File: config.mk
export PLATFORM = sky130hd
export DESIGN_NAME = elevator_top
export DESIGN_NICKNAME = d
export VERILOG_FILES = /design/src/source/elevator_pkg.sv /design/src/source/call_register.sv /design/src/source/next_floor_ctrl.sv /design/src/source/cabin_ctrl.sv /design/src/source/elevator_top.sv
export VERILOG_INCLUDE_DIRS = /design/src /design/src/source
export SDC_FILE = /design/constraint.sdc
export NUM_CORES = 1
export LEC_CHECK = 0
export BUFFER_PORTS_ARGS = -buffer_cell sky130_fd_sc_hd__buf_2
export CORE_AREA = 2 2 54 67
export DETAILED_ROUTE_END_ITERATION = 8
export DIE_AREA = 0 0 56 69
export PLACE_DENSITY = 0.9
export SLEW_MARGIN = 5
export SYNTH_ARGS = -nofsm -noshare
export SYNTH_HDL_FRONTEND = slang
export SYNTH_HIERARCHICAL = 1
export SYNTH_SLANG_ARGS = --single-unit
export TNS_END_PERCENT = 10
File: constraint.sdc
create_clock -name CLK -period 6 [get_ports CLK]
set_input_delay 0 -clock CLK [delete_from_list [all_inputs] [get_ports CLK]]
set_output_delay 0 -clock CLK [all_outputs]
set_load 0.005 [all_outputs]
File: src/source/elevator_cfg.svh
// configuration macros: floor count, travel and door timers, weight sensor width and limit
`ifndef ELEVATOR_CFG_SVH
`define ELEVATOR_CFG_SVH

// --------------------------------------------------
// building
// --------------------------------------------------
`define ELEV_NUM_FLOORS   8     // floors served
`define ELEV_FLOOR_BITS   3     // width of a floor number

// --------------------------------------------------
// timing in CLK cycles
// --------------------------------------------------
`define ELEV_FLOOR_TICKS  16    // travel time per floor
`define ELEV_DOOR_TICKS   12    // door hold time

// --------------------------------------------------
// weight sensor
// --------------------------------------------------
`define ELEV_WEIGHT_BITS  10    // sensor reading width
`define ELEV_MAX_WEIGHT   500   // highest load in kg that lets the doors close

`endif

File: src/source/elevator_pkg.sv
// elevator types: floor number, floor mask, direction and state enums, cabin status struct

`include "elevator_cfg.svh"

package elevator_pkg;

  // --------------------------------------------------
  // floor encodings
  // --------------------------------------------------
  typedef logic [`ELEV_FLOOR_BITS-1:0] floor_t;       // binary floor number
  typedef logic [`ELEV_NUM_FLOORS-1:0] floor_mask_t;  // one bit per floor

  // --------------------------------------------------
  // enums
  // --------------------------------------------------
  typedef enum logic [1:0] {
    DIR_IDLE = 2'd0,  // no pending calls
    DIR_UP   = 2'd1,
    DIR_DOWN = 2'd2
  } dir_e;

  typedef enum logic [1:0] {
    ST_IDLE      = 2'd0,  // at rest, doors closed
    ST_MOVE      = 2'd1,  // travelling between floors
    ST_DOOR_OPEN = 2'd2   // doors held open
  } cabin_state_e;

  // cabin status as seen by the scheduler, call register and outside world
  typedef struct packed {
    floor_t floor;      // current floor
    dir_e   dir;        // sweep direction
    logic   door_open;  // doors open level
  } cabin_status_t;

endpackage

File: src/source/call_register.sv
// cabin call register: button latching, served-call clearing and light outputs
`timescale 1ns/1ns

module call_register (
  input  logic                        CLK,
  input  logic                        RESET,
  input  elevator_pkg::floor_mask_t   buttons_i,  // cabin floor buttons
  input  elevator_pkg::cabin_status_t status_i,   // floor and door state
  output elevator_pkg::floor_mask_t   calls_o     // pending calls, also the lights
);

  elevator_pkg::floor_mask_t calls_q;      // latched calls
  elevator_pkg::floor_mask_t served_mask;  // floor being served right now

  // --------------------------------------------------
  // served floor
  // --------------------------------------------------
  // the floor with open doors is both cleared and blocked for new presses
  always_comb begin
    served_mask = '0;
    if (status_i.door_open) begin
      served_mask[status_i.floor] = 1'b1;
    end
  end

  // --------------------------------------------------
  // call latch
  // --------------------------------------------------
  always_ff @(posedge CLK) begin
    if (RESET) begin
      calls_q <= '0;  // all lights off
    end else begin
      calls_q <= (calls_q | buttons_i) & ~served_mask;  // set on press, clear when served
    end
  end

  assign calls_o = calls_q;

endmodule

File: src/source/next_floor_ctrl.sv
// next-floor scheduler: collective up/down sweep with registered direction
`timescale 1ns/1ns

`include "elevator_cfg.svh"

module next_floor_ctrl (
  input  logic                      CLK,
  input  logic                      RESET,
  input  elevator_pkg::floor_mask_t calls_i,          // pending cabin calls
  input  elevator_pkg::floor_t      current_floor_i,  // cabin position
  output elevator_pkg::floor_t      target_floor_o,   // chosen stop
  output logic                      target_valid_o,   // any call pending
  output elevator_pkg::dir_e        dir_o             // sweep direction
);

  elevator_pkg::dir_e   dir_q;        // registered sweep direction
  elevator_pkg::dir_e   dir_d;
  elevator_pkg::floor_t above_floor;  // nearest call above
  elevator_pkg::floor_t below_floor;  // nearest call below
  elevator_pkg::floor_t target;
  logic                 above_found;
  logic                 below_found;

  // --------------------------------------------------
  // call scan
  // --------------------------------------------------
  // scan from the far end toward the cabin so the last hit is the nearest one
  always_comb begin
    above_found = 1'b0;
    above_floor = '0;
    for (int i = `ELEV_NUM_FLOORS - 1; i >= 0; i--) begin
      if (calls_i[i] && (i > int'(current_floor_i))) begin
        above_found = 1'b1;
        above_floor = elevator_pkg::floor_t'(i);
      end
    end
    below_found = 1'b0;
    below_floor = '0;
    for (int i = 0; i < `ELEV_NUM_FLOORS; i++) begin
      if (calls_i[i] && (i < int'(current_floor_i))) begin
        below_found = 1'b1;
        below_floor = elevator_pkg::floor_t'(i);
      end
    end
  end

  // --------------------------------------------------
  // target and direction
  // --------------------------------------------------
  always_comb begin
    if (calls_i[current_floor_i]) begin
      target = current_floor_i;                            // serve this floor first
    end else if (dir_q != elevator_pkg::DIR_DOWN) begin
      target = above_found ? above_floor : below_floor;    // up or idle prefers up
    end else begin
      target = below_found ? below_floor : above_floor;
    end

    if (!target_valid_o) begin
      dir_d = elevator_pkg::DIR_IDLE;
    end else if (target > current_floor_i) begin
      dir_d = elevator_pkg::DIR_UP;
    end else if (target < current_floor_i) begin
      dir_d = elevator_pkg::DIR_DOWN;
    end else begin
      dir_d = dir_q;  // stop at this floor keeps the sweep going
    end
  end

  always_ff @(posedge CLK) begin
    if (RESET) begin
      dir_q <= elevator_pkg::DIR_IDLE;
    end else begin
      dir_q <= dir_d;
    end
  end

  assign target_valid_o = |calls_i;
  assign target_floor_o = target;
  assign dir_o          = dir_q;

endmodule

File: src/source/cabin_ctrl.sv
// cabin FSM: floor travel timer, door hold timer, manual door buttons and overload hold
`timescale 1ns/1ns

`include "elevator_cfg.svh"

module cabin_ctrl (
  input  logic                         CLK,
  input  logic                         RESET,
  input  elevator_pkg::floor_t         target_floor_i,    // stop chosen by scheduler
  input  logic                         target_valid_i,    // a call is pending
  input  elevator_pkg::dir_e           dir_i,             // sweep direction for status
  input  logic                         door_open_btn_i,   // manual open
  input  logic                         door_close_btn_i,  // manual close
  input  logic [`ELEV_WEIGHT_BITS-1:0] weight_i,          // load sensor reading
  output elevator_pkg::cabin_status_t  status_o
);

  // --------------------------------------------------
  // timer constants
  // --------------------------------------------------
  localparam int TRAVEL_W = $clog2(`ELEV_FLOOR_TICKS);
  localparam int DOOR_W   = $clog2(`ELEV_DOOR_TICKS);

  localparam logic [TRAVEL_W-1:0] TRAVEL_LAST = TRAVEL_W'(`ELEV_FLOOR_TICKS - 1);
  localparam logic [DOOR_W-1:0]   DOOR_LAST   = DOOR_W'(`ELEV_DOOR_TICKS - 1);

  localparam logic [`ELEV_WEIGHT_BITS-1:0] MAX_WEIGHT = `ELEV_MAX_WEIGHT;

  elevator_pkg::cabin_state_e state_q;
  elevator_pkg::floor_t       floor_q;     // current floor
  logic [TRAVEL_W-1:0]        travel_cnt;  // cycles spent on the current floor step
  logic [DOOR_W-1:0]          door_cnt;    // cycles the doors have been open
  logic                       overload;

  assign overload = weight_i > MAX_WEIGHT;  // doors must stay open

  // --------------------------------------------------
  // state machine
  // --------------------------------------------------
  always_ff @(posedge CLK) begin
    if (RESET) begin
      state_q    <= elevator_pkg::ST_IDLE;
      floor_q    <= '0;
      travel_cnt <= '0;
      door_cnt   <= '0;
    end else begin
      case (state_q)
        elevator_pkg::ST_IDLE: begin
          if (door_open_btn_i || (target_valid_i && (target_floor_i == floor_q))) begin
            state_q  <= elevator_pkg::ST_DOOR_OPEN;  // open here
            door_cnt <= '0;
          end else if (target_valid_i) begin
            state_q    <= elevator_pkg::ST_MOVE;     // target elsewhere
            travel_cnt <= '0;
          end
        end

        elevator_pkg::ST_MOVE: begin
          if (target_floor_i == floor_q) begin
            state_q  <= elevator_pkg::ST_DOOR_OPEN;  // arrived
            door_cnt <= '0;
          end else if (travel_cnt == TRAVEL_LAST) begin
            travel_cnt <= '0;
            if (target_floor_i > floor_q) begin
              floor_q <= floor_q + elevator_pkg::floor_t'(1);
            end else begin
              floor_q <= floor_q - elevator_pkg::floor_t'(1);
            end
          end else begin
            travel_cnt <= travel_cnt + 1'b1;
          end
        end

        elevator_pkg::ST_DOOR_OPEN: begin
          // open restarts the hold, overload pauses it and blocks closing
          if (door_open_btn_i) begin
            door_cnt <= '0;
          end else if (!overload) begin
            if (door_close_btn_i || (door_cnt == DOOR_LAST)) begin
              state_q <= elevator_pkg::ST_IDLE;
            end else begin
              door_cnt <= door_cnt + 1'b1;
            end
          end
        end

        default: begin
          state_q <= elevator_pkg::ST_IDLE;
        end
      endcase
    end
  end

  // --------------------------------------------------
  // status
  // --------------------------------------------------
  assign status_o.floor     = floor_q;
  assign status_o.dir       = dir_i;  // scheduler direction passed through
  assign status_o.door_open = (state_q == elevator_pkg::ST_DOOR_OPEN);

endmodule

File: src/source/elevator_top.sv
// elevator top level: call register, next-floor scheduler and cabin controller
`timescale 1ns/1ns

`include "elevator_cfg.svh"

module elevator_top (
  input  logic                         CLK,
  input  logic                         RESET,
  input  elevator_pkg::floor_mask_t    call_buttons_i,    // cabin floor buttons
  input  logic                         door_open_btn_i,
  input  logic                         door_close_btn_i,
  input  logic [`ELEV_WEIGHT_BITS-1:0] weight_i,          // load sensor
  output elevator_pkg::floor_mask_t    call_lights_o,     // button lights
  output elevator_pkg::cabin_status_t  status_o           // floor, direction, doors
);

  elevator_pkg::floor_t target_floor;
  logic                 target_valid;
  elevator_pkg::dir_e   sweep_dir;

  // --------------------------------------------------
  // keyboard side
  // --------------------------------------------------
  call_register i_call_register (
    .CLK       (CLK),
    .RESET     (RESET),
    .buttons_i (call_buttons_i),
    .status_i  (status_o),
    .calls_o   (call_lights_o)   // lights double as the call mask
  );

  // --------------------------------------------------
  // scheduling and cabin
  // --------------------------------------------------
  next_floor_ctrl i_next_floor_ctrl (
    .CLK             (CLK),
    .RESET           (RESET),
    .calls_i         (call_lights_o),
    .current_floor_i (status_o.floor),
    .target_floor_o  (target_floor),
    .target_valid_o  (target_valid),
    .dir_o           (sweep_dir)
  );

  cabin_ctrl i_cabin_ctrl (
    .CLK              (CLK),
    .RESET            (RESET),
    .target_floor_i   (target_floor),
    .target_valid_i   (target_valid),
    .dir_i            (sweep_dir),
    .door_open_btn_i  (door_open_btn_i),
    .door_close_btn_i (door_close_btn_i),
    .weight_i         (weight_i),
    .status_o         (status_o)
  );

endmodule

==> summary.txt <==
Outcome
  • Status: finished clean

Synthesis
  • Area contributors post-synth: dfxtp_1 25%, ha_1 7.5%, nor2_1 7.2%, inv_1 3.9%, a21oi_1 3.8%
  • Mapped Area: 1840 um^2
  • Post-synth top area cell: dfxtp_1
  • Fraction of registers with async set/reset: 0%
  • Synth top area share: 25.1%
  • Mapped Nets: 262
  • Flip-flop and latch count after synthesis: 23
  • Synthesized area per cell: 8.06 um^2
  • Main synth FF type: dfxtp_1
  • Syn Inst Count: 228
  • Yosys cell types: 59
  • Seq/Total Area, Yosys: 25.1%
  • Most common cell in the netlist: nor2_1
  • Ys Warns: 6
  • Post-synth top cells: 35 x nor2_1, 23 x dfxtp_1, 19 x inv_1, 14 x a21oi_1, 11 x ha_1
  • Post-synth EDFFs: 0

Layout
  • Nets@finish: 295
  • Fin area: 2060 um^2
  • Area delta synth->final: 12.4%
  • Share of cells above drive strength 1: 21.9%
  • N_diodes: 0
  • Fin util: 64.1%

Floorplan
  • Core box area: 3220 um^2
  • Full die area: 3860 um^2
  • Die height: 69 um
  • Starting Density: 57.0%
  • Number of top-level pins: 36
  • Die W: 56 um
  • Std-Cell Rows: 23

Pwr
  • Clock power share: 20.8%
  • Max rail drop VDD: 0.241 mV
  • Net switching power: 0.179 mW
  • Register share of total power: 37.9%
  • Cell internal pwr: 0.302 mW
  • Comb power frac: 41.3%
  • Switching part of the total power: 37.3%
  • Pleak: 0.882 nW
  • PD cells: 233 nW/um^2

Critical path
  • Crit end category: flop
  • Reg2reg setup slack: 1.87 ns
  • Nature of the critical path startpoint: flop
  • CP required: 6.16 ns
  • Worst Path Max Fanout: 24
  • RR Endpoint: i_cabin_ctrl/floor_q[2]$_SDFFE_PP0P_
  • Worst Path Arrival: 4.30 ns
  • Crit Path Class: flop to flop
  • R2R depth: 15
  • Worst r2r src: i_cabin_ctrl/floor_q[1]$_SDFFE_PP0P_

Timing
  • Final Hold Vio Count: 0
  • Post-Route Skew: 0.00157 ns
  • Tcrit/Tclk final: 68.9%
  • Max Clock Freq: 0.242 GHz
  • Setup violators final: 0
  • Setup_tns: 0 ns
  • Post-layout min period: 4.13 ns
  • Relative slew slack: 39.7%
  • RSZ-0062 raised after global routing: no
  • Final Slew Violations: 0
  • Worst slew pin tran: 0.903 ns

Placement
  • Final Wtd Congestion: 0.899
  • Buffers on Ports: 35
  • Post-DP HPWL: 3.20 mm
  • Placed cell area: 2000 um^2

Run
  • Maxcap violations: 0

Route
  • # DRC: 0
  • Final ANT Viol Nets: 0
  • Routed WL: 4.23 mm
  • Avg WL per Cell: 14.2 um
  • Via count: 1,833
  • Drt first-iter violations: 78
  • Vias per std cell: 6.17
  • 1st-pass router iterations: 4

Clock tree
  • Clk_lat worst skew: 0.27 ns
  • Post-CTS Setup Inserts: 0
  • Clock-pin slew on the worst setup and hold paths: 0.09 ns
  • H-tree levels: 1
  • CTS Buf Count: 3
  • Post-cts resize count: 0
  • Clock sinks: 23
  • Clock Path Buffers: 2
  • Root buffer cell: clkbuf_8
  • TritonCTS clock tree: built

GRT
  • Initial antenna violation count: 0
  • First-pass GRT wire length: 7.40 mm
  • Grt total ovfl: 0
  • Largest net degree at the start of global routing: 25
  • GRT Resource Usage Total: 23.1%
  • Vias in the first global route: 1,813

Min path
  • HP Start: call_buttons_i[0]
  • Hold Crit Class: primary input to flop
  • WHS Endpoint: i_call_register/calls_o[0]$_SDFF_PP0_
  • Hold depth: 3
-- stage by stage --
step	std cells	setup WS, ns	power (mW)	hold WS, ns
floorplan	228	2.45	0.334	0.181
global placement	291	2.08	0.376	0.292
detailed placement	291	1.92	0.382	0.296
CTS	297	1.89	0.486	0.00583
global route	297	1.57	0.517	0.0110
finish	297	1.87	0.481	0.0112
-- per-layer routing --
layer | global-route usage (%) | vias to the layer above | wire, um
met1 | 27.5 | 829 | 1620
met2 | 38.4 | 81 | 2140
li1 | - | 905 | -
met4 | 14.6 | 0 | 173
met5 | 0 | - | 0
met3 | 3.19 | 18 | 299
-- worst max-delay path by stage --
stage	from	to	slack (ns)	cells after the start
after floorplan	i_cabin_ctrl/floor_q[1]$_SDFFE_PP0P_	i_cabin_ctrl/floor_q[2]$_SDFFE_PP0P_	2.45	15
after global placement	i_cabin_ctrl/floor_q[1]$_SDFFE_PP0P_	i_cabin_ctrl/floor_q[2]$_SDFFE_PP0P_	2.08	14
after detailed placement	i_cabin_ctrl/floor_q[1]$_SDFFE_PP0P_	i_cabin_ctrl/floor_q[2]$_SDFFE_PP0P_	1.92	15
after CTS	i_cabin_ctrl/floor_q[1]$_SDFFE_PP0P_	i_cabin_ctrl/floor_q[2]$_SDFFE_PP0P_	1.89	15
after global routing	i_cabin_ctrl/floor_q[1]$_SDFFE_PP0P_	i_cabin_ctrl/floor_q[2]$_SDFFE_PP0P_	1.57	15
final	i_cabin_ctrl/floor_q[1]$_SDFFE_PP0P_	i_cabin_ctrl/floor_q[2]$_SDFFE_PP0P_	1.87	15
-- power groups by stage --
stage	logic (mW)	clock network [mW]	registers, mW
after CTS	0.199	0.106	0.182
after global routing	0.221	0.111	0.185
final	0.199	0.0999	0.182
after floorplan	0.152	0	0.182
after detailed placement	0.196	0	0.186
after global placement	0.191	0	0.185
-- cells by family after synthesis --
kind of cell | count (synthesis) | share of synthesized area, %
simple gates | 88 | 24.7
compound gates | 69 | 28.3
buf+inv | 28 | 7.29
flops | 23 | 25.1
fa+ha+maj | 12 | 8.58
mux | 7 | 5.59
xor+xnor | 1 | 0.477
-- layout by cell type, fill, tap and decap left out, types with 3 or more instances in the layout --
| cell | count |
|---|---|
| o21a_1 | 3 |
| nor2_1 | 35 |
| clkbuf_8 | 3 |
| nand3_1 | 5 |
| ha_1 | 11 |
| or2_2 | 3 |
| nand2_1 | 8 |
| nor2b_1 | 9 |
| nor3_1 | 5 |
| a21oi_1 | 14 |
| a211oi_1 | 7 |
| a311oi_1 | 4 |
| a21o_1 | 4 |
| o21ai_0 | 8 |
| inv_1 | 19 |
| buf_2 | 35 |
| a31oi_1 | 3 |
| nand4_1 | 6 |
| dfxtp_1 | 23 |
-- sequential cells by signal, indices dropped and copies added (netlist names) --
name                     flops
i_cabin_ctrl/state_q         2
i_call_register/calls_o      8
i_next_floor_ctrl/dir_o      2
i_cabin_ctrl/travel_cnt      4
i_cabin_ctrl/door_cnt        4
i_cabin_ctrl/floor_q         3
-- final cells by class --
cell class,count,area [um^2]
clock buffer,3,41.3
clock inverter,1,7.51
fill,302,1160
sequential,23,460
tap,37,46.3
timing repair buffer,37,195
multi-input combinational,177,1240
inverter,19,71.3
-- worst max-delay path: stages, from the launching register on --
cell and delay, ns:
dfxtp_1 0.92, mux4_2 0.59, and2_4 0.18, a21oi_4 0.15
nand2_1 0.08, nor3_1 0.23, or3_1 0.14, inv_1 0.04
ha_1 0.29, nand3_2 0.15, o21ai_1 0.13, fa_1 0.39
inv_1 0.07, nor2_1 0.04, mux2_1 0.31, mux2_4 0.30
-- timing repair --
action	4_1_cts	5_1_grt
endpoints found under the hold margin	2	0
endpoints found under the setup margin	0	0
hold buffers	2	0
Note: power is estimated with default switching activity, not from simulation.
